==> config.mk <==
export PLATFORM = sky130hd
export DESIGN_NAME = fv_stream_reader
export DESIGN_NICKNAME = d
export VERILOG_FILES = /design/src/source/fv_pkg.sv /design/src/source/fv_stream_reader.sv
export SDC_FILE = /design/constraint.sdc
export NUM_CORES = 1
export LEC_CHECK = 0
export BUFFER_PORTS_ARGS = -buffer_cell sky130_fd_sc_hd__buf_2
export CAP_MARGIN = 20
export CORE_MARGIN = 2
export CORE_UTILIZATION = 41
export CTS_CLUSTER_SIZE = 28
export DETAILED_ROUTE_END_ITERATION = 10
export GPL_ROUTABILITY_DRIVEN = 0
export PLACE_DENSITY = 0.73
export SLEW_MARGIN = 20
export SYNTH_ARGS = -nofsm -noshare
export SYNTH_HDL_FRONTEND = slang
export SYNTH_SLANG_ARGS = --single-unit
export TNS_END_PERCENT = 100
==> constraint.sdc <==
create_clock -name clk -period 1.72 [get_ports clk]
set_input_delay 0.43 -clock clk [delete_from_list [all_inputs] [get_ports clk]]
set_output_delay 0.43 -clock clk [all_outputs]
set_load 0.01 [all_outputs]
==> src/source/fv_pkg.sv <==
// feature-value bank geometry, client engine states and arbiter owner codes
`default_nettype none

package fv_pkg;

    // one feature line and the node layout of the bank
    localparam int FV_WIDTH         = 32;
    localparam int NODE_ID_WIDTH    = 6;
    localparam int LINE_SEL_WIDTH   = 2;
    localparam int ADDR_WIDTH       = NODE_ID_WIDTH + LINE_SEL_WIDTH;

    // replay iteration covers four nodes, sixteen lines
    localparam int ITER_WIDTH       = 2;
    localparam int STREAM_IDX_WIDTH = 4;

    localparam int TAG_WIDTH        = 2;
    localparam int CLIENT_NUM       = 3;

    typedef enum logic [1:0] {
        IDLE    = 2'd0,
        ACQUIRE = 2'd1,
        ACCESS  = 2'd2,
        DRAIN   = 2'd3
    } ctl_state_t;

    // listed in priority order, write first
    typedef enum logic [1:0] {
        CL_NONE   = 2'd0,
        CL_WRITE  = 2'd1,
        CL_EDGE   = 2'd2,
        CL_STREAM = 2'd3
    } client_t;

endpackage

`default_nettype wire
==> src/source/fv_stream_reader.sv <==
// iteration stream engine, reads sixteen lines and frames them for the feature buffer
`timescale 1ns/1ps
`default_nettype none

module fv_stream_reader (
    input  wire                                 clk,
    input  wire                                 reset,
    input  wire                                 stream_begin,
    input  wire [fv_pkg::ITER_WIDTH-1:0]        iter,
    input  wire                                 gnt,
    input  wire [fv_pkg::FV_WIDTH-1:0]          rdata,
    output logic                                req,
    output logic                                en,
    output logic [fv_pkg::ADDR_WIDTH-1:0]       addr,
    output logic                                stream_valid,
    output logic                                stream_sos,
    output logic                                stream_eos,
    output logic [fv_pkg::STREAM_IDX_WIDTH-1:0] stream_idx,
    output logic [fv_pkg::FV_WIDTH-1:0]         stream_data
);
    import fv_pkg::*;

    ctl_state_t                  state;
    logic [ITER_WIDTH-1:0]       cur_iter;
    logic [STREAM_IDX_WIDTH-1:0] cnt;
    logic [STREAM_IDX_WIDTH-1:0] rd_idx;
    logic                        rd_pend;
    logic                        start;

    // a new iteration value restarts the replay on its own
    assign start = stream_begin || (iter != cur_iter);

    assign req  = (state == ACQUIRE) || (state == ACCESS);
    assign en   = req && gnt;
    assign addr = {{(ADDR_WIDTH - ITER_WIDTH - STREAM_IDX_WIDTH){1'b0}}, cur_iter, cnt};

    always_ff @(posedge clk) begin
        if (reset) begin
            state        <= IDLE;
            cur_iter     <= '0;
            cnt          <= '0;
            rd_pend      <= 1'b0;
            stream_valid <= 1'b0;
            stream_sos   <= 1'b0;
            stream_eos   <= 1'b0;
        end else begin
            rd_pend      <= en;
            stream_valid <= rd_pend;
            stream_sos   <= rd_pend && (rd_idx == '0);
            stream_eos   <= rd_pend && (rd_idx == '1);
            case (state)
                IDLE: begin
                    if (start) begin
                        cur_iter <= iter;
                        cnt      <= '0;
                        state    <= ACQUIRE;
                    end
                end
                ACQUIRE, ACCESS: begin
                    if (en) begin
                        cnt   <= cnt + 1'b1;
                        state <= (cnt == '1) ? DRAIN : ACCESS;
                    end
                end
                DRAIN: begin
                    // wait for the last line to leave the pipe
                    if (!rd_pend) begin
                        state <= IDLE;
                    end
                end
                default: state <= IDLE;
            endcase
        end
    end

    // local index trails the read by one cycle, like the data
    always_ff @(posedge clk) begin
        if (en) begin
            rd_idx <= cnt;
        end
        stream_idx  <= rd_idx;
        stream_data <= rdata;
    end

endmodule

`default_nettype wire

# Yosys cells after proc, flatten, opt, wreduce, memory -nomap -nowiden
# Index checks and enable logic that the tools add are counted.
dict set report word_totals {
  regBits 52
  output_inout_bits 49
  elab_cells 40
}
dict set report op_classes {
  muxes 8
  n_reduce_logical 12
  addsub 1
  eq_ne 9
}
# cell count
set op_table {}
lappend op_table {{4-bit == test (second input constant)} 2}
lappend op_table {{4-bit 2-to-1 mux} 2}
lappend op_table {{4-bit one-hot mux with 2 select lines} 1}
lappend op_table {{2-bit 2-to-1 mux} 3}
lappend op_table {{2-bit inequality test (second input constant)} 3}
lappend op_table {{2-bit one-hot mux with 3 select lines} 1}
lappend op_table {{3-bit AND reduction} 2}
lappend op_table {{4-bit by 1-bit adder with 4-bit output (second input constant)} 1}
lappend op_table {{2-bit == test (second input constant)} 2}
lappend op_table {{4-bit logical NOT} 1}
lappend op_table {{1-bit logical AND} 3}
lappend op_table {{2-bit by 1-bit == test with 1-bit output (second input constant)} 1}
lappend op_table {{2-bit logical NOT} 1}
lappend op_table {{1-bit logical OR} 2}
lappend op_table {{2-bit inequality test} 1}
lappend op_table {{2-bit AND reduction} 1}
lappend op_table {{2-bit nonzero test} 1}
lappend op_table {{2-bit OR reduction} 1}
lappend op_table {{1-bit 2-to-1 mux} 1}

# Longest topological paths before layout
dict set report depth {
  depth_word 5
  ltp_mapped 6
  depth_no_buf 6
}

# Worst setup path before layout
# OpenSTA, ideal clock, no wires.
dict set report synth_path {
  path_type {register -> register}
  start {reg state[0]}
  end {reg cnt[2]}
  t_arrival_ns 1.520
  required_time_ns 1.629
  slack_ns 0.109
  setup_ns 0.091
  synth_period_minus_slack_ns 1.611
  path_stages_with_launch 7
  cell_sequence {dfxtp_1 -> inv_1 -> ha_1 -> and2_1 -> buf_2 -> a22o_1 -> a311oi_1}
}
dict set report synth_between {
  elab_chain_len 5
  word_cells_on_any_way 11
}
# item line
set synth_lines {}
lappend synth_lines {{from (decl)} fv_stream_reader.sv:23} ;# ctl_state_t state;
lappend synth_lines {{from (signal assigned)} fv_stream_reader.sv:62} ;# state <= (cnt == '1) ? DRAIN : ACCESS;
lappend synth_lines {{2-bit by 1-bit == test with 1-bit output or 2-bit == test (tied branches)} fv_stream_reader.sv:33} ;# assign req = (state == ACQUIRE) || (state == ACCESS);
lappend synth_lines {{1-bit logical OR *} fv_stream_reader.sv:33}
lappend synth_lines {{via req} fv_stream_reader.sv:12} ;# output logic req,
lappend synth_lines {{1-bit logical AND *} fv_stream_reader.sv:34} ;# assign en = req && gnt;
lappend synth_lines {{via en} fv_stream_reader.sv:13} ;# output logic en,
lappend synth_lines {{2-bit inequality test (no line) *} --}
lappend synth_lines {{3-bit AND reduction (no line) *} --}
lappend synth_lines {{to (signal assigned)} fv_stream_reader.sv:61} ;# cnt <= cnt + 1'b1;
lappend synth_lines {{to (decl)} fv_stream_reader.sv:25} ;# logic [STREAM_IDX_WIDTH-1:0] cnt;
# Mark *: on every way through the listed nets, which the timed path passes. The rest lies on a longest branch.
# A chain may end at the register's enable or synchronous reset.

# Final worst setup path
dict set report layout_path {
  start {reg state[0]}
  end {out en}
}
dict set report layout_between {
  elab_chain_len 3
  word_cells_on_any_way 4
}
# item line
set layout_lines {}
lappend layout_lines {{2-bit by 1-bit == test with 1-bit output or 2-bit == test (tied branches)} fv_stream_reader.sv:33}
lappend layout_lines {{1-bit logical OR *} fv_stream_reader.sv:33}
lappend layout_lines {{1-bit logical AND *} fv_stream_reader.sv:34}
lappend layout_lines {{to (decl)} fv_stream_reader.sv:13}
# Mark *: on every way between the ends. The rest lies on a longest branch, timed or not.

==> run metrics <==
run status=complete, no violations; Design Area, Final=around 2100 um2; cell type contributing the most total cell area after synthesis=sky130_fd_sc_hd__dfxtp_1; IR drop worst, VDD=0.630 mV; Placed Cells=~230; start point of the worst min-delay path=rdata[18]; clock edge transition at the registers on the reported setup and hold paths=approximately 0.14 ns; leftover overflow at the end of global routing=0; largest cells by area after synthesis=sky130_fd_sc_hd__dfxtp_1, sky130_fd_sc_hd__edfxtp_1, sky130_fd_sc_hd__mux2i_1; Std-Cell Rows=21; Root Buffer=sky130_fd_sc_hd__clkbuf_4; wire length of the first global-routing pass=around 4.6 mm; number of filler cells placed in the layout=around 280; post-route antenna net violation count=0; number of buffers between clock root and the deepest sink=2; number of sinks on the clock net=52; summed instance area of the synthesized netlist=around 1500 um2; DIE WIDTH=between 60 and 70 um; # Max-Cap Violations=0; mean area per synthesized cell=between 10 and 15 um2; launching point of the worst reg2reg path=state[0]$_SDFFE_PP0P_; Port Buffers=84; overall die area=roughly 4000 um2; final period utilization=a little over nine tenths; final setup slack of the worst path=0.0218 ns; count of endpoints failing hold in the final timing report=0; power density over the cells=~1400 nW/um2; largest driver fanout on the critical path=3; detail-routed via count per cell=4.39; residual DRC count=0; largest net degree at the start of global routing=18; DP Area=roughly 1900 um2; DP Worst Slack=between 0.06 and 0.07 ns; met2 Usage GRT=between 20% and 30%; Leak Pwr=~1 nW; Max Fclk=0.589 GHz; Synth warnings=0; starting density of the core=between 40% and 50%; Post-Route Skew=between 0.007 and 0.008 ns; Worst EP arrival=1.27 ns; synthesis-to-layout area growth=43.3%; RSZ-0062 raised after global routing=true; fraction of layout instances using a drive strength above 1=between 50% and 60%; CP Data Required Time=~1.3 ns; CORE AREA=about 3400 um2; Vias=approximately 1.1k; IO Count=slightly below 90; die outline height=63.7 um; class of the tightest hold or removal check=in2reg; number of enable flip-flop cells after synthesis=4; cts bufs inserted=5; critical path startpoint category=flip-flop; critical path launch point=state[0]$_SDFFE_PP0P_; end-of-flow core utilization=61.8%; critical path class=reg2out; time the worst path needs with I/O delays and setup=1.70 ns; busiest layer in global routing=met2; number of failing setup endpoints in the final timing report=0; final-stage net count=between 200 and 250; antenna violations before repair=0; sequential cell area fraction in the yosys report=73.9%; DR pass1 iterations=4; post-synthesis cell type count=31; clock tree from TritonCTS=done; area share of the leading cell type in the synthesized netlist=65.7%; number of H-tree levels=2; overall global routing resource usage=between 10 and 15%; async set-or-reset flop fraction in the synthesized netlist=0%; number of pins exceeding their max-slew limit in the final report=0; Main synth FF type=sky130_fd_sc_hd__dfxtp_1; via count of the first global-routing pass=1033; number of DRC violations after detailed-routing iteration 0=20; Setup TNS=0 ns; GRT met1 Usage=between 10% and 20%; Global Route met3 Usage=under 10%; later-pin clock latency in the skew report=0.36 ns; synthesis-stage register bit count=between 50 and 60; non-filler cells, final=249; crit end category=output pin; cell count after synthesis=approximately 110; Routed WL=2.84 mm; detail-routed net length per standard cell=between 10 and 15 um; hpwl dp=2.15 mm; Antenna Diode Count=0
[final cells by class]
type                       count  area, um2  share of cell area [%]
multi-input combinational     46        362                    17.3
tap                           46       57.6                    2.75
timing repair buffer          93        494                    23.6
sequential                    52       1080                    51.7
clock inverter                 3       46.3                    2.21
inverter                       4       15.0                   0.716
clock buffer                   5       37.5                    1.79
[worst max-delay path, cell delays in order (launching register included)]
cell and delay [ns]:
sky130_fd_sc_hd__dfxtp_2 0.36, sky130_fd_sc_hd__inv_2 0.05, sky130_fd_sc_hd__ha_4 0.26, sky130_fd_sc_hd__and2_4 0.14, sky130_fd_sc_hd__buf_6 0.09
[through the flow]
stage	power [mW]	hold WS, ns
2_1_floorplan	1.87	0.361
3_3_place_gp	2.09	0.373
3_5_place_dp	2.11	0.376
4_1_cts	2.92	0.135
5_1_grt	3.07	0.109
6_report	2.90	0.157
[layer usage]
metal	wire length [um]	share of wire, %
met5	0	0
met4	51	1.8
met2	1370	48
met3	302	11
met1	1120	39
[cell usage in the layout (no fill, tap or decap), types with 3 or more instances in the layout]
cell                       synthesis  routed
sky130_fd_sc_hd__a31oi_1           3       3
sky130_fd_sc_hd__buf_2             1      83
sky130_fd_sc_hd__buf_4             2       9
sky130_fd_sc_hd__clkbuf_4          0       5
sky130_fd_sc_hd__dfxtp_1          48      46
sky130_fd_sc_hd__edfxtp_1          4       4
sky130_fd_sc_hd__mux2i_1           5       5
sky130_fd_sc_hd__nand2b_1          5       5
sky130_fd_sc_hd__nor2_1            5       5
[power breakdown]
group	switching [mW]	internal (mW)	leakage, nW
Clock	0.368	0.311	0.0418
Combinational	0.358	0.422	0.543
Sequential	0.0704	1.37	0.441
[what timing repair did]
item | CTS | global route
setup endpoints to repair | 2 | 1
hold buffers | 0 | 0
pin swaps | 1 | 1
buffers inserted | 5 | 2
gates resized for setup | 8 | 0
[registers in the layout, summed over array words and instances (netlist names)]
| name | cells |
|---|---|
| stream_valid | 1 |
| stream_sos | 1 |
| state | 2 |
| rd_idx | 4 |
| stream_eos | 1 |
| rd_pend | 1 |
| cur_iter | 2 |
| stream_idx | 4 |
| stream_data | 32 |
| cnt | 4 |
[path summary, 6_finish.rpt]
path	endpoint	cells past startpoint	slack (ns)
setup / recovery	en	4	0.02
hold / removal	stream_data[18]$_DFF_P_	1	0.16
setup reg to reg	state[0]$_SDFFE_PP0P_	6	0.17
hold reg to reg	stream_idx[2]$_DFF_P_	0	0.41
[cells by family after synthesis]
group | after synthesis | share of synthesized area (%)
buffers and inverters | 8 | 2.65
adders and majority gates | 3 | 2.57
DFF | 52 | 73.9
AOI/OAI and AO/OA | 11 | 5.73
and+or+nand+nor | 22 | 8.73
xor gates and xnor gates | 2 | 1.71
other | 1 | 0.256
muxes | 6 | 4.45
[cells in the mapped netlist, types with 2 or more instances]
| library cell | number |
|---|---|
| sky130_fd_sc_hd__nand4_1 | 2 |
| sky130_fd_sc_hd__mux2i_1 | 5 |
| sky130_fd_sc_hd__buf_4 | 2 |
| sky130_fd_sc_hd__ha_1 | 3 |
| sky130_fd_sc_hd__inv_1 | 4 |
| sky130_fd_sc_hd__a21oi_1 | 2 |
| sky130_fd_sc_hd__a211oi_1 | 2 |
| sky130_fd_sc_hd__nor2_1 | 5 |
| sky130_fd_sc_hd__edfxtp_1 | 4 |
| sky130_fd_sc_hd__a31oi_1 | 3 |
| sky130_fd_sc_hd__dfxtp_1 | 48 |
| sky130_fd_sc_hd__nand2b_1 | 5 |
| sky130_fd_sc_hd__nand2_1 | 2 |
No activity file was read; power rests on OpenSTA's default activity.
