[config.mk]
export PLATFORM = sky130hd
export DESIGN_NAME = fv_write_port
export DESIGN_NICKNAME = d
export VERILOG_FILES = /design/src/source/fv_pkg.sv /design/src/source/fv_write_port.sv
export SDC_FILE = /design/constraint.sdc
export NUM_CORES = 1
export LEC_CHECK = 0
export BUFFER_PORTS_ARGS = -buffer_cell sky130_fd_sc_hd__buf_2
export CORE_MARGIN = 4
export CORE_UTILIZATION = 31
export CTS_CLUSTER_SIZE = 16
export DETAILED_ROUTE_END_ITERATION = 8
export MAX_ROUTING_LAYER = met4
export PLACE_DENSITY = 0.56
export SETUP_SLACK_MARGIN = 0.1
export SLEW_MARGIN = 20
export SYNTH_ARGS = -nofsm -noshare
export SYNTH_HDL_FRONTEND = slang
export SYNTH_SLANG_ARGS = --single-unit
[constraint.sdc]
create_clock -name clk -period 2.3 [get_ports clk]
set_input_delay 0.23 -clock clk [delete_from_list [all_inputs] [get_ports clk]]
set_output_delay 0.23 -clock clk [all_outputs]
set_load 0.005 [all_outputs]
[src/source/fv_pkg.sv]
// feature-value bank geometry, client engine states and arbiter owner codes
`default_nettype none

package fv_pkg;

    // one feature line and the node layout of the bank
    localparam int FV_WIDTH         = 32;
    localparam int NODE_ID_WIDTH    = 6;
    localparam int LINE_SEL_WIDTH   = 2;
    localparam int ADDR_WIDTH       = NODE_ID_WIDTH + LINE_SEL_WIDTH;

    // replay iteration covers four nodes, sixteen lines
    localparam int ITER_WIDTH       = 2;
    localparam int STREAM_IDX_WIDTH = 4;

    localparam int TAG_WIDTH        = 2;
    localparam int CLIENT_NUM       = 3;

    typedef enum logic [1:0] {
        IDLE    = 2'd0,
        ACQUIRE = 2'd1,
        ACCESS  = 2'd2,
        DRAIN   = 2'd3
    } ctl_state_t;

    // listed in priority order, write first
    typedef enum logic [1:0] {
        CL_NONE   = 2'd0,
        CL_WRITE  = 2'd1,
        CL_EDGE   = 2'd2,
        CL_STREAM = 2'd3
    } client_t;

endpackage

`default_nettype wire
[src/source/fv_write_port.sv]
// write-back collector, buffers four beats then writes them as one burst
`timescale 1ns/1ps
`default_nettype none

module fv_write_port (
    input  wire                             clk,
    input  wire                             reset,
    input  wire                             wb_valid,
    input  wire [fv_pkg::NODE_ID_WIDTH-1:0] wb_node,
    input  wire [fv_pkg::FV_WIDTH-1:0]      wb_data,
    input  wire                             wb_last,
    input  wire                             gnt,
    output logic                            req,
    output logic                            en,
    output logic                            we,
    output logic [fv_pkg::ADDR_WIDTH-1:0]   addr,
    output logic [fv_pkg::FV_WIDTH-1:0]     wdata,
    output logic                            filling
);
    import fv_pkg::*;

    ctl_state_t                state;
    logic [NODE_ID_WIDTH-1:0]  node_q;
    logic [LINE_SEL_WIDTH-1:0] cnt;
    logic [FV_WIDTH-1:0]       line_buf [1 << LINE_SEL_WIDTH];

    assign req     = (state == ACQUIRE) || (state == ACCESS);
    assign en      = req && gnt;
    assign we      = en;
    assign addr    = {node_q, cnt};
    assign wdata   = line_buf[cnt];
    // mid-collection, between the first beat and wb_last
    assign filling = (state == IDLE) && (cnt != '0);

    always_ff @(posedge clk) begin
        if (reset) begin
            state <= IDLE;
            cnt   <= '0;
        end else begin
            case (state)
                IDLE: begin
                    if (wb_valid) begin
                        cnt <= wb_last ? '0 : cnt + 1'b1;
                        if (wb_last) begin
                            state <= ACQUIRE;
                        end
                    end
                end
                ACQUIRE, ACCESS: begin
                    if (en) begin
                        cnt   <= cnt + 1'b1;
                        state <= (cnt == '1) ? DRAIN : ACCESS;
                    end
                end
                // req is low here, owner releases at this edge
                DRAIN:   state <= IDLE;
                default: state <= IDLE;
            endcase
        end
    end

    always_ff @(posedge clk) begin
        if ((state == IDLE) && wb_valid) begin
            line_buf[cnt] <= wb_data;
            if (cnt == '0) begin
                node_q <= wb_node;
            end
        end
    end

endmodule

`default_nettype wire

# [Word level (Yosys, flattened, before mapping)]
# Memory sizes are Yosys's and may differ from the RTL's. A register that Yosys moved wholly into a read port is not among the register bits.
# Cells that the tools add are included.
[word_totals] regBits=10 ramBits=128 inputBits=43 output_inout_bits=44 elab_cells=37 memories=1
[memory_table] memory="line_buf" words=4 width=32 read_ports=1 rd_clocked_by_memory_dff=1 write_ports=1 line="fv_write_port.sv:25" source="logic [FV_WIDTH-1:0] line_buf [1 << LINE_SEL_WIDTH];"
[op_classes] add_sub_neg=1 eq_ne=7 muxes=13 reduce_logical=12
[ops] operator="two-way mux 2 bit" n=8
[ops] operator="equality test 2 bit (second input constant)" n=3
[ops] operator="!= test 2 bit (second input constant)" n=3
[ops] operator="one-hot mux 2 bit (3 select lines)" n=1
[ops] operator="AND reduction 3 bit" n=2
[ops] operator="zero test 2 bit" n=2
[ops] operator="one-hot mux 2 bit (2 select lines)" n=1
[ops] operator="nonzero test 2 bit" n=2
[ops] operator="logical AND 1 bit" n=3
[ops] operator="two-way mux 1 bit" n=3
[ops] operator="adder 2 x 1 -> 2 bit (second input constant)" n=1
[ops] operator="equality test 2 x 1 -> 1 bit (second input constant)" n=1
[ops] operator="AND reduction 2 bit" n=1
[ops] operator="OR reduction 2 bit" n=1
[ops] operator="logical OR 1 bit" n=1

# [Logic depth before layout (Yosys ltp)]
# Gate-level depths: netlist of run 1.
[logic_depth] depth_word=7 mapped_depth=6 ltp_nobuf=5

# [Least setup slack after synthesis of run 1]
# Ideal clock, no wire load.
[synth_timing] path_kind="register to register" from="reg state[0]" to="mem line_buf[0][0], enable pin" setup_ps=399 arrival_time_ps=1587 required_time_ps=1901 setup_slack_ps=314 stages_incl_launch_ff=4 n_path_buf=0 synth_period_minus_slack_ps=1986 path_cell_list="dfxtp_1 > inv_1 > ha_1 > and3_1"
[synth_between] elab_chain_cells=4
[synth_lines] item="start, declared" line="fv_write_port.sv:22" source="ctl_state_t state;"
[synth_lines] item="start signal, assigned" line="fv_write_port.sv:52" source="state <= (cnt == '1) ? DRAIN : ACCESS;"
[synth_lines] item="zero test 2 bit" line="fv_write_port.sv:63" source="if ((state == IDLE) && wb_valid) begin"
[synth_lines] item="logical AND 1 bit" line="fv_write_port.sv:63"
[synth_lines] item="two-way mux 1 bit" line="fv_write_port.sv:63"
[synth_lines] item="two-way mux 1 bit (implied by the code)" line="fv_write_port.sv:64" source="line_buf[cnt] <= wb_data;"
[synth_lines] item="end, declared" line="fv_write_port.sv:25"
# Every way passes these cells.

==> results of run 1 <==
-- timing repair --
item                                    in CTS  in global routing
endpoints found under the hold margin        6                  0
gates resized for setup                      0                  1
hold buffers                                 6                  0
endpoints found under the setup margin       0                  2
-- worst min path at each step --
stage	to	cells after the start	slack, ps
4_1_cts	line_buf[1][11]$_DFFE_PP_	1	10
3_5_place_dp	node_q[3]$_DFFE_PP_	1	410
5_1_grt	line_buf[3][15]$_DFFE_PP_	1	20
2_1_floorplan	flip-flop	1	300
3_3_place_gp	node_q[1]$_DFFE_PP_	1	410
6_report	line_buf[0][26]$_DFFE_PP_	1	30
-- kinds of logic (layout without fill, tap and decap cells) --
family                     Yosys count  in the layout  share of synthesized area
DFF                                140            140                     0.7891
muxes                               34             34                     0.1427
and+or+nand+nor                     16             16                    0.01811
buffers and inverters               13            135                    0.02168
AOI/OAI and AO/OA                   10             10                    0.01168
adders and majority gates            7              7                    0.01668
other                                0              2                          0
-- power by group through the flow --
stage	Sequential, uW	Combinational (uW)	Clock, uW
floorplan	3370	1290	0
global placement	3390	2050	0
detailed placement	3410	2060	0
CTS	3360	2070	2860
global route	3390	2200	2970
finish	3350	1990	2780
-- area by class of cell --
cell class	instances	area, um2
Inverter	4	15.01
Antenna cell	2	5.005
Sequential cell	140	4149
Clock inverter	13	175.2
Timing Repair Buffer	100	613.1
Multi-Input combinational cell	67	998.5
Clock buffer	18	429.2
Fill cell	1511	9923
Tap cell	220	275.3
-- stage by stage --
stage               hold slack, ps  utilization
global route                 19.60       0.4016
floorplan                    299.1            -
finish                       33.19       0.4016
global placement             409.7       0.3611
detailed placement           409.2       0.3611
CTS                          11.75       0.4012
-- Yosys cell counts, drive strengths merged --
library cell | instances | area [um2]
mux4 | 32 | 728.2
mux2i | 1 | 10.01
nand4 | 2 | 12.51
edfxtp | 134 | 4024
nor2b | 3 | 18.77
a21oi | 4 | 20.02
and3 | 4 | 25.02
dfxtp | 6 | 120.1
a21boi | 1 | 7.510
ha | 7 | 87.58
inv | 4 | 15.01
a211oi | 2 | 15.01
nand2b | 3 | 18.77
or2 | 1 | 6.260
nor2 | 2 | 7.510
o21ai | 2 | 10.01
buf | 9 | 98.85
and2 | 1 | 6.260
mux2 | 1 | 11.26
a2111oi | 1 | 8.760
-- state kept, by name, indices dropped and copies added (netlist names), named ones only --
register  flops
node_q        6
line_buf    128
cnt           2
state         2
-- critical path, stage by stage (launching register included) --
cell and delay (ps):
dfxtp_4 430, buf_12 220, mux4_1 590, buf_2 150
-- routing by layer --
| layer | up-vias | track usage | part of all wire |
|---|---|---|---|
| li1 | 1148 | - | - |
| met1 | 1307 | 0.1367 | 0.42 |
| met2 | 83 | 0.1878 | 0.51 |
| met3 | 13 | 0.04351 | 0.053 |
| met4 | 0 | 0.04836 | 0.016 |
| met5 | - | - | 0 |
==> flow_metrics.tcl, run 1 <==
set metrics [dict create \
    r2r_setup_slack_ps 540 \
    p_int_uw 6051 \
    htree_levels 4 \
    power_frac_comb 0.245 \
    synth-seq-area-share 0.7891 \
    area_growth_pct 26.83 \
    postSynthCellCount 220 \
    numClockSinks 140 \
    die_w_um 138.2 \
    ant_nets 0 \
    vias 2551 \
    p_leak_uw 0.002295 \
    endpoint_kind "primary output" \
    peakVddDrop_mv 0.5369 \
    timing.max_slew.rel_slack 0.7141 \
    final_max_slew_viol_count 0 \
    switching_power_uw 2074 \
    path_max_fanout 20 \
    hpwl_um 6570 \
    drt-initial-drc-count 176 \
    row_count 47 \
    p_total_uw 8125 \
    period_share 0.8889 \
    wl_per_cell_um 18.27 \
    numCtsBuffers 17 \
    clk_latency_ps 410 \
    final_common_cell "edfxtp_1" \
    skew_ps 5.917 \
    setup_viol_count_final 0 \
    cp.required_ps 2070 \
    nNetsFinal 380 \
    cts_tree "built" \
    finalNonFillerCells 564 \
    grt_max_degree 33 \
    die_height_um 138.2 \
    place_congestion 0.7368 \
    synth_nets 270 \
    ys_ff_latch 140 \
    track_usage 0.1183 \
    r2r_start "state[0]$_SDFFE_PP0P_" \
    yosysWarnings 0 \
    path_class "reg2out" \
    final_cell_mix "134 x edfxtp_1, 86 x buf_2, 30 x mux4_2" \
    final_area_um2 6660 \
    clk_pin_slew_ps 60 \
    endpoint "wdata[0]" \
    worst_pin_slew_ps 418.0 \
    dr.pass1.iters 4 \
    tns_ps 0 \
    syn_area_per_cell_um2 23.87 \
    layout_setup_ws_ps 255.5 \
    core_um2 16580 \
    grt_setup_unrepaired "no" \
    r2r_cells 4 \
    portBuffers 86 \
    place_area_um2 5988 \
    clockRootBuffer "clkbuf_16" \
    first_global_vias 2870 \
    die-area_um2 19090 \
    antenna_found_initial 2 \
    io-pin-count 87 \
    clk_path_buf_depth 2 \
    drv_cap 0 \
    finalCriticalPeriod_ps 2045 \
    synth_area_um2 5251 \
    drcViolationCount 0 \
    grt_pass1_wl_um 16480 \
    drive_above_1_share 0.4649 \
    hp-start "wb_data[26]" \
    power.density_nw_per_um2 1220 \
    drt_wl_total_um 10300 \
    grt_overflow 0 \
    vias_per_cell 4.523 \
    pre_cts_slack_ps 508.3 \
    cp-start-kind "flip-flop" \
    dp.cells 525 \
    max_freq_mhz 489.1 \
    hold_path.class "in2reg" \
    power_frac_clock 0.342 \
    r2r-end "line_buf[3][15]$_DFFE_PP_" \
    status "completed" \
    p_seq_frac 0.413 \
    synthDistinctLibCells 24 \
    worstPathArrival_ps 1810 \
    finalHoldViolCount 0 \
    start_util 0.3167 \
    postCtsSetupBuffers 0 \
    swShare 0.2553 \
]
No activity file was read; power rests on OpenSTA's default activity.
==> run 2: changes to the inputs <==
CORE_UTILIZATION = 38   (was 31)
PLACE_DENSITY = 0.65   (was 0.56)
clock period = 2.7 ns   (was 2.3 ns; I/O delays follow)
==> run 2 against run 1 <==
Net effect: final cell count fell by 9.2%; setup slack improved by 210 ps; via count fell by 1.5%; design area fell by 2.6%; sequential power fell by 14%; die area fell by 17%; non-clock buffer count fell by 6; combinational power fell by 20%; critical path depth did not move.
==> flow_metrics.tcl, run 2 (same netlist as run 1, synthesis figures left out) <==
set metrics [dict create \
    setup_viol_count_final 0 \
    drv_cap 0 \
    worst_pin_slew_ps 558.8 \
    die-area_um2 15760 \
    nFillCells 1135 \
    drt_wl_total_um 9466 \
    max_freq_mhz 446.8 \
    status "completed" \
    vias_per_cell 4.906 \
    ctsResizeCount 0 \
    vias 2512 \
    grt_overflow 0 \
    track_usage 0.1309 \
    portBuffers 86 \
    diodes 0 \
    drt-initial-drc-count 164 \
    row_count 42 \
    final_area_um2 6485 \
    die_height_um 125.6 \
    final_common_cell "edfxtp_1" \
    worstPathArrival_ps 1970 \
    final_max_slew_viol_count 0 \
    tns_ps 0 \
    switching_power_uw 1684 \
    clk_latency_ps 410 \
    grt_pass1_wl_um 14720 \
    multi_input_area_um2 998.5 \
    numCtsBuffers 17 \
    finalHoldViolCount 0 \
    clockRootBuffer "clkbuf_16" \
    ant_nets 0 \
    peakVddDrop_mv 0.4910 \
    die_w_um 125.6 \
    finalCriticalPeriod_ps 2238 \
    numClockSinks 140 \
    p_leak_uw 0.002249 \
    worst_hold_slack_ps 32.14 \
    dp.cells 481 \
    grt_setup_unrepaired "no" \
    place_congestion 0.7765 \
    hold_path.class "in2reg" \
    path_max_fanout 23 \
    top_regs "line_buf x128, node_q x6" \
    wl_per_cell_um 18.49 \
    swShare 0.2509 \
    skew_ps 4.789 \
    cp-start-kind "flip-flop" \
    grt_max_degree 27 \
    power_frac_comb 0.239 \
    clk_path_buf_depth 2 \
    hpwl_um 6110 \
    drcViolationCount 0 \
    regMostFlops "line_buf" \
    seqCellArea_um2 4146 \
    path_class "reg2out" \
    io-pin-count 87 \
    htree_levels 4 \
    largest_reg_flops 128 \
    p_int_uw 5027 \
    start_util 0.3919 \
    finalNonFillerCells 512 \
    drive_above_1_share 0.4613 \
    cts_tree "built" \
    area_growth_pct 23.49 \
    clk_pin_slew_ps 50 \
    ctsHoldBuffers 0 \
    cp.required_ps 2430 \
    antenna_found_initial 0 \
    dr.pass1.iters 4 \
    p_seq_frac 0.431 \
    postCtsSetupBuffers 0 \
    nNetsFinal 374 \
    final_cell_mix "134 x edfxtp_1, 86 x buf_2, 30 x mux4_2" \
    endpoint_kind "primary output" \
    place_area_um2 5921 \
    core_um2 13400 \
    power_frac_clock 0.330 \
    period_share 0.8289 \
    timing.max_slew.rel_slack 0.6275 \
    power.density_nw_per_um2 1035 \
    first_global_vias 2704 \
]
run 2: cell count changes in the layout (fill, tap and decap cells not counted):
| cell | previous run | this run |
|---|---|---|
| dlygate4sd3_1 | 6 | 0 |
| clkbuf_1 | 1 | 4 |
| clkinv_4 | 2 | 0 |
| diode_2 | 2 | 0 |
| buf_12 | 5 | 4 |
| buf_4 | 3 | 4 |
| bufinv_16 | 4 | 3 |
| clkinv_1 | 2 | 3 |
| clkinvlp_4 | 2 | 1 |
| dfxtp_2 | 1 | 2 |
| dfxtp_4 | 1 | 0 |
run 2: path summary, 6_finish.rpt:
check | slack, ps | start | cells after the start | end
worst max-delay path | 460 | flip-flop | 3 | wdata[0]
worst min-delay path | 30 | wb_node[2] | 1 | node_q[2]$_DFFE_PP_
worst max register to register | 880 | state[0]$_SDFFE_PP0P_ | 4 | line_buf[1][3]$_DFFE_PP_
worst min register to register | 520 | state[1]$_SDFFE_PP0P_ | 2 | state[1]$_SDFFE_PP0P_
run 2: final cells by class:
cell class / instances / area share
clock buffers: 21 / 0.06791
multi-input cells: 67 / 0.1540
well taps: 176 / 0.03396
clock inverters: 10 / 0.01910
flip-flops and latches: 140 / 0.6394
inverters: 4 / 0.002315
repair buffers: 94 / 0.08335
run 2: worst max-delay path: stages, from the launching register on:
cell and delay [ps]:
dfxtp_2 550, buf_12 280, mux4_1 570, buf_2 140
run 2: per-layer routing:
layer,global-route usage,share of wire,up-vias
met4,0.06441,0.023,0
met1,0.1582,0.43,1283
li1,-,-,1140
met5,-,0,-
met2,0.1960,0.49,69
met3,0.04648,0.054,20
run 2: metrics by stage:
step           worst slack [ps]    util  power [uW]
2_1_floorplan             714.1       -        3967
3_3_place_gp              836.4  0.4418        4558
3_5_place_dp              834.6  0.4418        4592
4_1_cts                   377.8  0.4839        6828
5_1_grt                   287.2  0.4839        7052
6_report                  461.9  0.4839        6710
run 2: power by group through the flow:
stage | logic [uW] | clock network (uW) | registers [uW]
4_1_cts | 1650 | 2270 | 2900
3_5_place_dp | 1650 | 0 | 2940
2_1_floorplan | 1100 | 0 | 2870
5_1_grt | 1760 | 2360 | 2930
3_3_place_gp | 1630 | 0 | 2930
6_report | 1600 | 2210 | 2890
==> run 3: changes to the inputs <==
ABC_AREA = 1   (was default)
PLACE_DENSITY = 0.67   (was 0.65)
clock period = 2 ns   (was 2.7 ns; I/O delays follow)
==> run 3 against run 2 <==
Net effect: area after synthesis rose by 2.3%; sequential share of layout area is 2.3 points lower; via count grew 33%; sequential power increased by 28%.
==> flow_metrics.tcl, run 3 <==
set metrics [dict create \
    grt_setup_unrepaired "yes" \
    r2r_setup_slack_ps 400 \
    antenna_found_initial 0 \
    vias 3351 \
    cts_tree "built" \
    ys_ff_latch 140 \
    finalCriticalPeriod_ps 1792 \
    die_w_um 126.9 \
    r2r_cells 5 \
    grt_use_met2 0.2260 \
    r2r_start "state[0]$_SDFFE_PP0P_" \
    path_max_fanout 16 \
    grt_max_degree 65 \
    synthDistinctLibCells 18 \
    synth-edff-count 134 \
    worstPathArrival_ps 1590 \
    synth-seq-area-share 0.7715 \
    multi_input_area_um2 1027 \
    dr.pass1.iters 4 \
    synth.largest_area_cell "edfxtp_1" \
    clk_pin_slew_ps 50 \
    top_regs "line_buf x128, node_q x6" \
    start_util 0.3870 \
    synthArstFlopShare 0 \
    first_global_vias 3402 \
    cpPeakStageDelay_ps 390 \
    timing.max_slew.rel_slack 0.7460 \
    cp_slowest_cell "dfxtp_1" \
    vias_per_cell 4.906 \
    cp.required_ps 1800 \
    drt_wl_total_um 11160 \
    die-area_um2 16100 \
    p_leak_uw 0.002462 \
    endpoint_kind "primary output" \
    numClockSinks 140 \
    period_share 0.8958 \
    postCtsSetupBuffers 0 \
    track_usage 0.1493 \
    finalNonFillerCells 683 \
    regMostFlops "line_buf" \
    io-pin-count 87 \
    synth-main-ff-cell "edfxtp_1" \
    synth_nets 428 \
    path_class "reg2out" \
    peakVddDrop_mv 0.6767 \
    syn_area_per_cell_um2 14.21 \
    drt-initial-drc-count 279 \
    yosysWarnings 0 \
    r2r-end "node_q[1]$_DFFE_PP_" \
    nNetsFinal 540 \
    power.density_nw_per_um2 1254 \
    clk_latency_ps 410 \
    postSynthCellCount 378 \
    synth_area_um2 5371 \
    place_congestion 0.7354 \
    dp.cells 635 \
    largest_reg_flops 128 \
    yosys.area.top_type_share 0.7491 \
    htree_levels 4 \
    setup_viol_count_final 0 \
    synth.most_common_cell "edfxtp_1" \
    final_common_cell "edfxtp_1" \
    final_cell_mix "134 x edfxtp_1, 86 x buf_2, 71 x nor2_1" \
    grt_overflow 0 \
    drv_cap 0 \
    row_count 43 \
    core_um2 13880 \
    top_usage_layer "met2" \
    area_growth_pct 25.23 \
    synth_common_cells "134 x edfxtp_1, 75 x nor2_1, 37 x o21ai_0" \
    portBuffers 86 \
    met1_usage 0.1955 \
    ant_nets 0 \
    numCtsBuffers 17 \
    final_max_slew_viol_count 0 \
    drive_above_1_share 0.2565 \
    wl_per_cell_um 16.35 \
    nFillCells 1230 \
    max_freq_mhz 558.2 \
    drcViolationCount 0 \
    clk_path_buf_depth 2 \
    die_height_um 126.9 \
    hold_path.class "in2reg" \
    skew_ps 5.732 \
    tns_ps 0 \
    path_cells "buf_4 > o21ai_0 > o22ai_1 > buf_2" \
    worst_pin_slew_ps 381.0 \
    endpoint "wdata[5]" \
    cp-start-kind "flip-flop" \
    finalHoldViolCount 0 \
    use_met3 0.04253 \
    status "completed" \
    hpwl_um 6834 \
    grt_pass1_wl_um 17860 \
    seqCellArea_um2 4145 \
    clockRootBuffer "clkbuf_16" \
    synth_area_leaders "edfxtp_1 75%, nor2_1 5.2%, o22ai_1 3.7%" \
    diodes 0 \
]
-- run 3: changes by cell type after synthesis, sizes merged, moves of 3 or more --
cell / change
inv: +13
and3: -4
nand2b: -3
buf: +10
nand2: +14
nor2: +73
nand3: +4
nor2b: -3
o22ai: +32
o21ai: +64
mux4: -32
-- run 3: cell families (layout without fill, tap and decap cells) --
logic type | count (synthesis) | in the layout | synth area share
buf+inv | 37 | 162 | 0.04402
flops | 140 | 140 | 0.7715
compound gates | 101 | 101 | 0.1023
fa+ha+maj | 7 | 7 | 0.01630
simple gates | 93 | 93 | 0.06592
-- run 3: worst max-delay path: cells and delay by family (launching register included) --
family                 cells  cell delay [ps]
buffers and inverters      2              420
DFF                        1              390
AOI/OAI and AO/OA          2              380
-- run 3: through the flow --
step / cell area (um2) / util / setup WS, ps / power (uW) / hold slack [ps]
after floorplan: 5386 / - / 12.47 / 4924 / 269.1
after global placement: 6026 / 0.4341 / 444.1 / 5681 / 376.3
after detailed placement: 6026 / 0.4341 / 396.0 / 5726 / 378.3
after CTS: 6710 / 0.4834 / 111.2 / 8498 / 2.347
after global routing: 6726 / 0.4846 / 70.32 / 8916 / 1.248
final: 6726 / 0.4846 / 208.4 / 8435 / 15.88
-- run 3: repair_timing --
item / in CTS / in global routing
hold endpoints to repair: 39 / 0
endpoints found under the setup margin: 0 / 21
resized for setup: 0 / 5
hold buffers: 16 / 0
-- run 3: routing by layer --
| layer | up-vias | part of all wire | wire length, um |
|---|---|---|---|
| met5 | - | 0 | 0 |
| li1 | 1615 | - | - |
| met2 | 79 | 0.49 | 5462 |
| met4 | 0 | 0.0097 | 108 |
| met3 | 10 | 0.042 | 474 |
| met1 | 1647 | 0.46 | 5118 |
-- run 3: how the worst min path moves through the flow --
stage,from,to,depth (start not counted)
2_1_floorplan,reset,state[1]$_SDFFE_PP0P_,1
6_report,wb_data[20],line_buf[2][20]$_DFFE_PP_,1
3_5_place_dp,wb_node[0],node_q[0]$_DFFE_PP_,1
5_1_grt,wb_data[21],line_buf[3][21]$_DFFE_PP_,1
4_1_cts,wb_data[2],line_buf[2][2]$_DFFE_PP_,1
3_3_place_gp,wb_node[0],node_q[0]$_DFFE_PP_,1
-- run 3: cell type report --
cell class | count | share of cell area
clock inverters | 3 | 0.002046
multi-input cells | 201 | 0.1527
well taps | 180 | 0.03348
flip-flops and latches | 140 | 0.6163
inverters | 17 | 0.01097
clock buffers | 29 | 0.07589
repair buffers | 113 | 0.1086
-- run 3: where the power goes --
part	total (uW)	switching [uW]	internal, uW
clock network	2750	1040	1710
registers	3690	101	3580
logic	2000	1240	765
total	8440	2380	6060
