==> src/source/fv_pkg.sv <==
// feature-value bank geometry, client engine states and arbiter owner codes
`default_nettype none

package fv_pkg;

    // one feature line and the node layout of the bank
    localparam int FV_WIDTH         = 32;
    localparam int NODE_ID_WIDTH    = 6;
    localparam int LINE_SEL_WIDTH   = 2;
    localparam int ADDR_WIDTH       = NODE_ID_WIDTH + LINE_SEL_WIDTH;

    // replay iteration covers four nodes, sixteen lines
    localparam int ITER_WIDTH       = 2;
    localparam int STREAM_IDX_WIDTH = 4;

    localparam int TAG_WIDTH        = 2;
    localparam int CLIENT_NUM       = 3;

    typedef enum logic [1:0] {
        IDLE    = 2'd0,
        ACQUIRE = 2'd1,
        ACCESS  = 2'd2,
        DRAIN   = 2'd3
    } ctl_state_t;

    // listed in priority order, write first
    typedef enum logic [1:0] {
        CL_NONE   = 2'd0,
        CL_WRITE  = 2'd1,
        CL_EDGE   = 2'd2,
        CL_STREAM = 2'd3
    } client_t;

endpackage

`default_nettype wire
==> src/source/fv_bank_arbiter.sv <==
// fixed-priority, burst-locked arbiter for the feature bank
// muxes the owning client onto the SRAM and derives available
`timescale 1ns/1ps
`default_nettype none

module fv_bank_arbiter (
    input  wire                           clk,
    input  wire                           reset,
    input  wire                           req_write,
    input  wire                           req_edge,
    input  wire                           req_stream,
    output logic                          gnt_write,
    output logic                          gnt_edge,
    output logic                          gnt_stream,
    input  wire                           en_write,
    input  wire                           we_write,
    input  wire [fv_pkg::ADDR_WIDTH-1:0]  addr_write,
    input  wire [fv_pkg::FV_WIDTH-1:0]    wdata_write,
    input  wire                           en_edge,
    input  wire [fv_pkg::ADDR_WIDTH-1:0]  addr_edge,
    input  wire                           en_stream,
    input  wire [fv_pkg::ADDR_WIDTH-1:0]  addr_stream,
    input  wire                           filling,
    output logic                          sram_en,
    output logic                          sram_we,
    output logic [fv_pkg::ADDR_WIDTH-1:0] sram_addr,
    output logic [fv_pkg::FV_WIDTH-1:0]   sram_wdata,
    output logic                          available
);
    import fv_pkg::*;

    client_t               owner;
    client_t               owner_nx;
    logic                  owner_req;
    logic [CLIENT_NUM-1:0] req_vec;

    assign req_vec = {req_stream, req_edge, req_write};

    always_comb begin
        case (owner)
            CL_WRITE:  owner_req = req_write;
            CL_EDGE:   owner_req = req_edge;
            CL_STREAM: owner_req = req_stream;
            default:   owner_req = 1'b0;
        endcase
    end

    // grant once, then hold for the whole burst
    always_comb begin
        owner_nx = owner;
        if (owner == CL_NONE) begin
            if (req_write) begin
                owner_nx = CL_WRITE;
            end else if (req_edge) begin
                owner_nx = CL_EDGE;
            end else if (req_stream) begin
                owner_nx = CL_STREAM;
            end
        end else if (!owner_req) begin
            owner_nx = CL_NONE;
        end
    end

    always_ff @(posedge clk) begin
        if (reset) begin
            owner <= CL_NONE;
        end else begin
            owner <= owner_nx;
        end
    end

    assign gnt_write  = (owner == CL_WRITE);
    assign gnt_edge   = (owner == CL_EDGE);
    assign gnt_stream = (owner == CL_STREAM);

    // only the writer ever drives we
    always_comb begin
        sram_we    = 1'b0;
        sram_wdata = wdata_write;
        case (owner)
            CL_WRITE: begin
                sram_en   = en_write;
                sram_we   = we_write;
                sram_addr = addr_write;
            end
            CL_EDGE: begin
                sram_en   = en_edge;
                sram_addr = addr_edge;
            end
            CL_STREAM: begin
                sram_en   = en_stream;
                sram_addr = addr_stream;
            end
            default: begin
                sram_en   = 1'b0;
                sram_addr = addr_stream;
            end
        endcase
    end

    assign available = (owner == CL_NONE) && !(|req_vec) && !filling;

endmodule

`default_nettype wire

==> config.mk <==
export PLATFORM = sky130hd
export DESIGN_NAME = fv_bank_arbiter
export DESIGN_NICKNAME = d
export VERILOG_FILES = /design/src/source/fv_pkg.sv /design/src/source/fv_bank_arbiter.sv
export SDC_FILE = /design/constraint.sdc
export NUM_CORES = 1
export LEC_CHECK = 0
export BUFFER_PORTS_ARGS = -buffer_cell sky130_fd_sc_hd__buf_2
export CAP_MARGIN = 20
export CORE_ASPECT_RATIO = 0.7
export CORE_MARGIN = 5
export CORE_UTILIZATION = 28
export DETAILED_ROUTE_END_ITERATION = 8
export GPL_ROUTABILITY_DRIVEN = 0
export PLACE_DENSITY = 0.88
export SLEW_MARGIN = 40
export SYNTH_ARGS = -nofsm -noshare
export SYNTH_HDL_FRONTEND = slang
export SYNTH_SLANG_ARGS = --single-unit
==> constraint.sdc <==
create_clock -name clk -period 2.24 [get_ports clk]
set_input_delay 0.336 -clock clk [delete_from_list [all_inputs] [get_ports clk]]
set_output_delay 0.336 -clock clk [all_outputs]
set_load 0.03 [all_outputs]
* Word level (Yosys, flattened, before mapping)
Cells that the tools add are included.
** Storage, ports and cells
- Register bits :: 2
- Word-level logic and storage cells :: 22
** Operators by class
- Reduce and logical (&&, ||, !) cells :: 7
- Multiplexer cells :: 9
- Equal/unequal tests :: 5
** Operator list (number)
- one-hot mux 8 bit (2 select lines) :: 1
- two-way mux 2 bit :: 5
- one-hot mux 1 bit (3 select lines) :: 2
- equality test 2 bit (second input constant) :: 2
- inequality test 4 bit (second input constant) :: 1
- OR reduction 3 bit :: 1
- equality test 2 x 1 -> 1 bit (second input constant) :: 1
- logical AND 1 bit :: 2
- logical NOT 1 bit :: 2
- logical NOT 2 bit :: 1
- inequality test 2 x 1 -> 1 bit (second input constant) :: 1
- AND reduction 2 bit :: 1
- two-way mux 1 bit :: 1

* Longest topological paths before layout
Gate-level depths: netlist of the first run.
- Depth after elaboration :: 4
- Gate-level depth with buffers :: 6

* Worst setup path before layout of the first run
No wires, ideal clock.
- Kind :: reg-to-output
- Start :: register owner[0]
- End :: output sram_addr[0] in the netlist's numbering
- Buffers on the path :: 1
- Data arrival time :: 1.570 ns
- Slack :: 0.334 ns
- Stages on the path, launching flop included :: 5
- Cells stage by stage :: dfxtp_1 > ha_1 > buf_2 > a22oi_1 > a21oi_1
** Between the ends
- Cells in the longest elaborated chain, start to end :: 2
** Ends and longest elaborated chain
- start: declaration :: RTL line fv_bank_arbiter.sv:32 : client_t owner;
- start signal: assignment :: RTL line fv_bank_arbiter.sv:68 : owner <= owner_nx;
- equality test 2 x 1 -> 1 bit
- via gnt_write :: RTL line fv_bank_arbiter.sv:12 : output logic gnt_write,
- one-hot mux 8 bit (2 select lines) :: RTL line fv_bank_arbiter.sv:80 : case (owner)
- end: declaration :: RTL line fv_bank_arbiter.sv:26 : output logic [fv_pkg::ADDR_WIDTH-1:0] sram_addr,
The timed path passes the listed nets, and every way through them passes these cells.

* Worst setup path after layout of the first run
- Start :: register owner[0]
- End :: output sram_addr[4] in the netlist's numbering
** Between the ends
- Cells in the longest elaborated chain, start to end :: 2
** Ends and longest elaborated chain (RTL line)
- equality test 2 bit / equality test 2 x 1 -> 1 bit (equally long branches) :: fv_bank_arbiter.sv:80
- one-hot mux 8 bit (2 select lines) * :: fv_bank_arbiter.sv:80
Every way passes the cells marked *; elsewhere a longest branch is shown, timed or not.

==> results of run 1 <==
==> where the power goes <==
part | switching, mW | leakage (nW) | internal (mW)
combinational | 0.219 | 0.304 | 0.113
sequential | 0.00599 | 0.0165 | 0.0411
clock | 0.0226 | 0.0138 | 0.0593
total | 0.248 | 0.334 | 0.213
==> worst max-delay path: cells and delay by family, from the launching register on <==
kind / cells / cell delay (ns)
and+or+nand+nor: 1 / 0.11
DFF: 1 / 0.39
buffers and inverters: 2 / 0.29
adders and majority gates: 1 / 0.56
AOI/OAI and AO/OA: 1 / 0.14
==> cells in the final DEF, fill, tap and decap left out, drive strengths merged <==
| master | count |
|---|---|
| buf | 47 |
| nor2 | 10 |
| a22oi | 8 |
| a21oi | 8 |
| ha | 4 |
| clkbuf | 3 |
| inv | 2 |
| nor2b | 2 |
| dfxtp | 2 |
| o21ai | 2 |
| a222oi | 1 |
| nor4b | 1 |
| and2 | 1 |
| o21a | 1 |
| a22o | 1 |
| a211oi | 1 |
| a2111oi | 1 |
| and3b | 1 |
| nand3b | 1 |
| a31oi | 1 |
==> per-layer routing <==
metal | GRT usage | vias to the layer above
met1 | 0.109 | 263
met3 | 0.0645 | 8
met4 | 0.0473 | 0
met2 | 0.157 | 31
met5 | 0 | -
li1 | - | 288
==> per-stage QoR <==
stage                util  power [mW]  setup slack [ns]
global placement    0.295       0.380             0.493
CTS                 0.306       0.470             0.182
floorplan               -       0.396             0.334
global route        0.306       0.502            0.0231
detailed placement  0.295       0.384             0.433
finish              0.306       0.461             0.181
==> cell type report <==
class	instances	area, sq um	share of cell area
tap	32	40.0	0.0618
sequential	2	40.0	0.0618
multi-input combinational	44	303	0.467
timing repair buffer	47	235	0.363
inverter	2	7.51	0.0116
clock buffer	3	22.5	0.0347
==> final timing paths <==
path,startpoint,endpoint,slack (ns),depth (start not counted)
setup reg to reg,owner[0],owner[1],0.66,5
hold reg to reg,owner[0],owner[0],0.57,2
setup / recovery,owner[0],sram_addr[4],0.18,5
hold / removal,reset,owner[0],0.32,2
==> kinds of logic after synthesis <==
| kind of cell | Yosys count | synth area share |
|---|---|---|
| buf+inv | 38 | 0.444 |
| compound gates | 24 | 0.268 |
| fa+ha+maj | 4 | 0.0811 |
| simple gates | 16 | 0.142 |
| flops | 2 | 0.0649 |
==> run_results.csv, run 1 <==
group,metric,value,unit
cts,cts.sinks,2,
power,power_per_cell_area,711,nW/um^2
finish,fillers,238,
floorplanning,fp.dieW,66.1,microns
placed_design,place_area,626,sq um
power,ir_drop,289,uV
drt,drc,0,
worst_setup_path,worst_path_max_delay_cell,"ha_1",
logic_synthesis,synth_ff_type,"dfxtp_1",
finish,diodes,0,
logic_synthesis,synth.net_count,154,
drt,wl_met3,194,microns
cts,hold_buffers,0,
worst_setup_path,crit_required,1.90,ns
finish,fin_cells,130,
logic_synthesis,synth_commonest_cells,"buf_4 (32), nor2_1 (10), a21oi_1 (8), a22oi_1 (8), ha_1 (4)",
job,max-cap-violations,0,
placed_design,hpwlAfterDp,1.40,mm
min_path,min_path_type,"in2reg",
floorplanning,start_util,0.291,
logic_synthesis,synthCells,84,
sta,hold_slack,0.316,ns
logic_synthesis,synth_edf_count,0,
finish,drive_gt1_frac,0.531,
worst_setup_path,cpPeakStageDelay,0.56,ns
cts,clockRootBuffer,"clkbuf_4",
power,power.leakage,0.334,nW
sta,clock.fmax,0.486,GHz
finish,top_regs,"owner x2",
logic_synthesis,synth.largest_area_cell,"buf_4",
cts,cts_resized,0,
cts,clk_path_buf_depth,2,
sta,period_needed,2.06,ns
drt,wl_met1,644,microns
finish,syn_to_final_growth,5.07,%
logic_synthesis,async_flop_share,0,
logic_synthesis,ys_seq_area_frac,0.0649,
floorplanning,core_area,2120,sq um
drt,highest-signal-layer,"met4",
drt,drtPass1Iterations,4,
drt,totalWireLength,1.67,mm
cts,cts_tree,"built",
worst_setup_path,cp_max_fo,16,
finish,fin_nets,170,
run_status,outcome,"complete, no violations",
floorplanning,die_height,49.3,microns
sta,skew,0.00506,ns
floorplanning,ios,112,
logic_synthesis,yosysWarningCount,0,
sta,rsz0062_at_grt,"false",
sta,hold_viol,0,
drt,vias,590,
global_routing,antenna_found_initial,0,
global_routing,gr-total-overflow,0,
logic_synthesis,synth.most_common_cell,"buf_4",
logic_synthesis,synth_cell_types,22,
finish,largest_register_ff_count,2,
drt,route.met2.wl,795,microns
cts,clk_latency,0.23,ns
logic_synthesis,synth_area_leaders,"buf_4 (39%), a22oi_1 (9.7%), ha_1 (8.1%), a21oi_1 (6.5%), dfxtp_1 (6.5%)",
drt,routedWlPerCell,12.9,microns
worst_setup_path,start_kind,"flop",
worst_setup_path,endpoint_kind,"primary output",
cts,htreeDepth,1,
sta,timing.final.crit_share,0.919,
logic_synthesis,syn_area,617,sq um
cts,path_clk_slew,0.03,ns
sta,max_slew_margin,0.713,
worst_setup_path,crit_chain,"inv_1, ha_1, nor2_1, a21oi_1, buf_2",
logic_synthesis,syn-mean-instance-area,7.34,sq um
drt,vias_per_cell,4.54,
cts,numCtsBuffers,3,
placed_design,io_buffers,47,
global_routing,grt_pass1_wl,2.57,mm
global_routing,grt_usage,0.102,
worst_setup_path,critPathKind,"reg2out",
sta,worst_slew_pin_slew,0.431,ns
logic_synthesis,synth-seq-cells,2,
sta,slew_viol_final,0,
global_routing,grt_pass1_vias,561,
worst_setup_path,arrival,1.72,ns
finish,regMostFlops,"owner",
placed_design,dpl.cell_count,127,
floorplanning,fp-row-count,14,
drt,detail-route-antenna-nets,0,
logic_synthesis,synth_top_area_share,0.389,
finish,final_area,648,sq um
sta,timing.setup.tns,0,ns
drt,drtIter0Drc,9,
floorplanning,dieArea,3260,sq um
sta,setup_violations,0,
global_routing,grt_max_degree,17,
cts,cts_setup_buffers,0,
(Power assumes the default switching activity.)
==> run 2, diff against run 1 <==
--- a/config.mk
+++ b/config.mk
@@ -9,10 +9,11 @@
 export CAP_MARGIN = 20
 export CORE_ASPECT_RATIO = 0.7
 export CORE_MARGIN = 5
-export CORE_UTILIZATION = 28
+export CORE_UTILIZATION = 26
+export CTS_CLUSTER_SIZE = 10
 export DETAILED_ROUTE_END_ITERATION = 8
 export GPL_ROUTABILITY_DRIVEN = 0
-export PLACE_DENSITY = 0.88
+export PLACE_DENSITY = 0.8
 export SLEW_MARGIN = 40
 export SYNTH_ARGS = -nofsm -noshare
 export SYNTH_HDL_FRONTEND = slang
==> constraint.sdc (replaced) <==
create_clock -name clk -period 2.1 [get_ports clk]
set_input_delay 0.315 -clock clk [delete_from_list [all_inputs] [get_ports clk]]
set_output_delay 0.315 -clock clk [all_outputs]
set_load 0.03 [all_outputs]
==> run_results.csv, run 2 (synthesis gave the netlist of run 1 again) <==
group,metric,value,unit
floorplanning,dieArea,3460,sq um
sta,hold_viol,0,
finish,diodes,0,
sta,slew_viol_final,0,
cts,clk_latency,0.22,ns
worst_setup_path,crit_chain,"inv_1, ha_2, a22oi_1, a21oi_1, buf_2",
power,ir_drop,304,uV
placed_design,hpwlAfterDp,1.46,mm
finish,multi_input_area,320,sq um
sta,worst_slew_pin_slew,0.259,ns
finish,layout_commonest_cell,"buf_2",
finish,largest_register_ff_count,2,
sta,timing.final.crit_share,0.890,
worst_setup_path,critPathBufInv,2,
cts,clockRootBuffer,"clkbuf_4",
worst_setup_path,endpoint_kind,"primary output",
sta,timing.setup.tns,0,ns
finish,layout_common_cells,"buf_2 (47), nor2_1 (10), a22oi_1 (8), a21oi_1 (8), clkbuf_4 (3)",
floorplanning,fp-row-count,14,
drt,detail-route-antenna-nets,0,
power,power.leakage,0.333,nW
sta,rsz0062_at_grt,"false",
sta,max_slew_margin,0.827,
cts,hold_buffers,0,
sta,period_needed,1.87,ns
global_routing,grt_pass1_wl,2.41,mm
worst_setup_path,crit_family,"buffers and inverters",
worst_setup_path,cpPeakStageDelay,0.34,ns
finish,drive_gt1_frac,0.561,
worst_setup_path,rrSetupSlack,0.62,ns
finish,top_regs,"owner x2",
run_status,outcome,"complete, no violations",
worst_setup_path,start_kind,"flop",
global_routing,grt_max_degree,17,
finish,syn_to_final_growth,7.91,%
finish,regMostFlops,"owner",
cts,htreeDepth,1,
finish,seq_area,40.0,sq um
power,power_per_cell_area,768,nW/um^2
drt,routedWlPerCell,13.5,microns
job,max-cap-violations,0,
sta,clock.fmax,0.535,GHz
min_path,min_from,"reset",
cts,cts_tree,"built",
worst_setup_path,critPathKind,"reg2out",
cts,clk_path_buf_depth,2,
global_routing,grt_usage,0.0920,
worst_setup_path,cp_max_fo,11,
global_routing,antenna_found_initial,0,
drt,drtIter0Drc,22,
floorplanning,die_height,50.8,microns
min_path,whs_path_depth,2,
sta,skew,0.00117,ns
floorplanning,fp.dieW,68.2,microns
finish,fillers,261,
placed_design,io_buffers,47,
worst_setup_path,arrival,1.55,ns
worst_setup_path,r2r_start,"owner[0]",
worst_setup_path,worst_path_max_delay_cell,"dfxtp_1",
drt,drc,0,
floorplanning,ios,112,
min_path,min_to,"owner[0]",
cts,path_clk_slew,0.03,ns
cts,cts.sinks,2,
drt,drtPass1Iterations,4,
global_routing,gr-total-overflow,0,
global_routing,grt_pass1_vias,540,
drt,totalWireLength,1.76,mm
min_path,min_path_type,"in2reg",
sta,setup_violations,0,
worst_setup_path,r2r-end,"owner[1]",
sta,hold_slack,0.291,ns
finish,fin_nets,170,
drt,vias_per_cell,4.60,
floorplanning,core_area,2210,sq um
floorplanning,start_util,0.279,
drt,vias,598,
cts,numCtsBuffers,3,
cts,cts_setup_buffers,0,
worst_setup_path,rr_worst_depth,5,
worst_setup_path,crit_required,1.78,ns
-- run 2: worst max path at each step --
stage                        end      from  slack (ns)  cells past startpoint
floorplan           sram_addr[0]  owner[0]        0.21                      4
global placement    sram_addr[1]  owner[0]        0.32                      5
detailed placement  sram_addr[1]  owner[0]        0.29                      5
CTS                 sram_addr[1]  owner[0]        0.03                      5
global route        sram_addr[5]  owner[0]        0.08                      5
finish              sram_addr[5]  owner[0]        0.23                      5
-- run 2: worst reg2reg max path, cell delays in order, from the launching register on --
cell	delay [ns]
dfxtp_1	0.39
inv_1	0.12
ha_2	0.28
a22o_1	0.25
a211oi_1	0.26
a2111oi_2	0.06
-- run 2: layout make-up --
| type | instances | area share |
|---|---|---|
| clock buffer | 3 | 0.0338 |
| inverter | 2 | 0.0113 |
| multi-input combinational | 44 | 0.481 |
| sequential | 2 | 0.0602 |
| tap | 32 | 0.0602 |
| timing repair buffer | 47 | 0.353 |
-- run 2: power by group --
part / switching (mW) / leakage [nW] / internal (mW)
registers: 0.00629 / 0.0165 / 0.0438
logic: 0.239 / 0.302 / 0.136
clock network: 0.0221 / 0.0138 / 0.0631
-- run 2: what timing repair did --
action | in CTS | in global routing
endpoints found under the setup margin | 0 | 8
gates resized for setup | 0 | 4
endpoints found under the hold margin | 0 | 0
-- run 2: per-stage QoR --
stage | std cells | power (mW) | instance area [sq um] | worst slack, ns | util
2_1_floorplan | 84 | 0.423 | 617 | 0.215 | -
3_3_place_gp | 127 | 0.411 | 626 | 0.323 | 0.283
3_5_place_dp | 127 | 0.412 | 626 | 0.286 | 0.283
4_1_cts | 130 | 0.506 | 648 | 0.0329 | 0.294
5_1_grt | 130 | 0.555 | 666 | 0.0827 | 0.302
6_report | 130 | 0.511 | 666 | 0.231 | 0.302
-- run 2: routing by layer --
metal / vias up / global-route usage / wire (microns)
li1: 290 / - / -
met1: 258 / 0.101 / 647
met2: 46 / 0.128 / 854
met3: 4 / 0.0558 / 236
met4: 0 / 0.0693 / 20
met5: - / 0 / 0
==> run 3, diff against run 2 <==
--- a/config.mk
+++ b/config.mk
@@ -13,7 +13,7 @@
 export CTS_CLUSTER_SIZE = 10
 export DETAILED_ROUTE_END_ITERATION = 8
 export GPL_ROUTABILITY_DRIVEN = 0
-export PLACE_DENSITY = 0.8
+export PLACE_DENSITY = 0.82
 export SLEW_MARGIN = 40
 export SYNTH_ARGS = -nofsm -noshare
 export SYNTH_HDL_FRONTEND = slang
==> run_results.csv, run 3 (synthesis gave the netlist of run 1 again) <==
group,metric,value,unit
run_status,outcome,"complete, no violations",
drt,totalWireLength,1.87,mm
sta,setup_violations,0,
finish,fillers,259,
global_routing,grt_usage,0.110,
worst_setup_path,arrival,1.63,ns
global_routing,antenna_found_initial,0,
floorplanning,die_height,50.8,microns
cts,clockRootBuffer,"clkbuf_4",
worst_setup_path,rr_worst_depth,5,
finish,drive_gt1_frac,0.561,
cts,path_clk_slew,0.04,ns
worst_setup_path,critPathKind,"reg2out",
min_path,min_path_type,"in2reg",
sta,clock.fmax,0.513,GHz
placed_design,place_area,626,sq um
cts,clk_path_buf_depth,2,
global_routing,grt_pass1_vias,550,
sta,max_slew_margin,0.808,
sta,period_needed,1.95,ns
finish,syn_to_final_growth,6.29,%
finish,final_area,656,sq um
finish,fin_nets,170,
drt,vias_per_cell,4.64,
worst_setup_path,r2r_start,"owner[0]",
job,max-cap-violations,0,
cts,htreeDepth,1,
placed_design,io_buffers,47,
worst_setup_path,cpPeakStageDelay,0.49,ns
placed_design,hpwlAfterDp,1.51,mm
finish,diodes,0,
sta,hold_viol,0,
worst_setup_path,endpoint_kind,"primary output",
drt,highest-signal-layer,"met4",
drt,detail-route-antenna-nets,0,
sta,rsz0062_at_grt,"false",
worst_setup_path,start_kind,"flop",
finish,top_regs,"owner x2",
power,power_per_cell_area,770,nW/um^2
drt,routedWlPerCell,14.4,microns
worst_setup_path,crit_required,1.78,ns
floorplanning,fp.dieW,68.2,microns
drt,vias,603,
cts,numCtsBuffers,3,
finish,layout_commonest_cell,"buf_2",
finish,utilization,0.297,
sta,slew_viol_final,0,
power,power.total,0.505,mW
drt,drc,0,
floorplanning,start_util,0.279,
floorplanning,fp-row-count,14,
min_path,whs_path_depth,2,
sta,worst_slew_pin_slew,0.287,ns
floorplanning,core_area,2210,sq um
worst_setup_path,rrSetupSlack,0.60,ns
cts,cts.sinks,2,
cts,hold_buffers,0,
drt,wl_met3,256,microns
min_path,min_to,"owner[0]",
min_path,min_from,"reset",
power,ir_drop,380,uV
sta,worst_slack,0.151,ns
finish,multi_input_area,310,sq um
sta,skew,0.00887,ns
finish,seq_area,40.0,sq um
worst_setup_path,crit_chain,"inv_1, ha_2, nor2_1, a21oi_1, buf_2",
finish,layout_common_cells,"buf_2 (47), nor2_1 (10), a22oi_1 (8), a21oi_1 (8)",
worst_setup_path,r2r-end,"owner[1]",
sta,timing.final.crit_share,0.928,
global_routing,grt_pass1_wl,2.81,mm
floorplanning,ios,112,
cts,cts_tree,"built",
worst_setup_path,cp_max_fo,16,
drt,route.met2.wl,844,microns
drt,wl_met1,748,microns
cts,clk_latency,0.23,ns
floorplanning,dieArea,3460,sq um
global_routing,grt_max_degree,17,
drt,drtIter0Drc,28,
sta,timing.setup.tns,0,ns
drt,drtPass1Iterations,4,
placed_design,dp_slack,0.310,ns
global_routing,gr-total-overflow,0,
finish,largest_register_ff_count,2,
finish,regMostFlops,"owner",
worst_setup_path,worst_path_max_delay_cell,"ha_2",
power,power.leakage,0.331,nW
run 3: final cells by class:
type,count,area share
multi-input combinational,44,0.473
timing repair buffer,47,0.359
sequential,2,0.0611
tap,32,0.0611
clock buffer,3,0.0344
inverter,2,0.0115
run 3: worst max-delay path, delay by kind of cell, from the launching register on:
family                   cells  cell delay, ns
flip-flops                   1            0.40
adder cells (fa/ha/maj)      1            0.49
buffers and inverters        2            0.30
AND/OR/NAND/NOR              1            0.08
AO/OA/AOI/OAI                1            0.12
run 3: power breakdown:
group / leakage [nW] / switching, mW / total, mW / internal (mW)
clock: 0.0138 / 0.0264 / 0.0898 / 0.0634
combinational: 0.300 / 0.239 / 0.365 / 0.126
sequential: 0.0165 / 0.00670 / 0.0505 / 0.0438
run 3: repair_timing:
| action | in CTS | in global routing |
|---|---|---|
| endpoints found under the hold margin | 0 | 0 |
| buffers inserted | 0 | 0 |
| gates resized for setup | 0 | 3 |
| endpoints found under the setup margin | 0 | 9 |
run 3: worst max path at each step:
stage,end,cells after the start,from,slack (ns)
6_report,sram_addr[2],5,owner[0],0.15
5_1_grt,sram_addr[2],5,owner[0],0.02
4_1_cts,sram_addr[7],5,owner[0],0.05
3_5_place_dp,sram_addr[4],5,owner[0],0.31
3_3_place_gp,sram_addr[4],5,owner[0],0.34
2_1_floorplan,sram_addr[0],4,owner[0],0.21
run 3: metal layers:
layer / GRT usage / vias up
li1: - / 290
met1: 0.127 / 274
met2: 0.146 / 37
met3: 0.0759 / 2
met4: 0.0693 / 0
met5: 0 / -
run 3: per-stage QoR:
| stage | hold slack, ns | instances |
|---|---|---|
| 2_1_floorplan | 0.384 | 84 |
| 3_3_place_gp | 0.516 | 127 |
| 3_5_place_dp | 0.513 | 127 |
| 4_1_cts | 0.261 | 130 |
| 5_1_grt | 0.266 | 130 |
| 6_report | 0.275 | 130 |
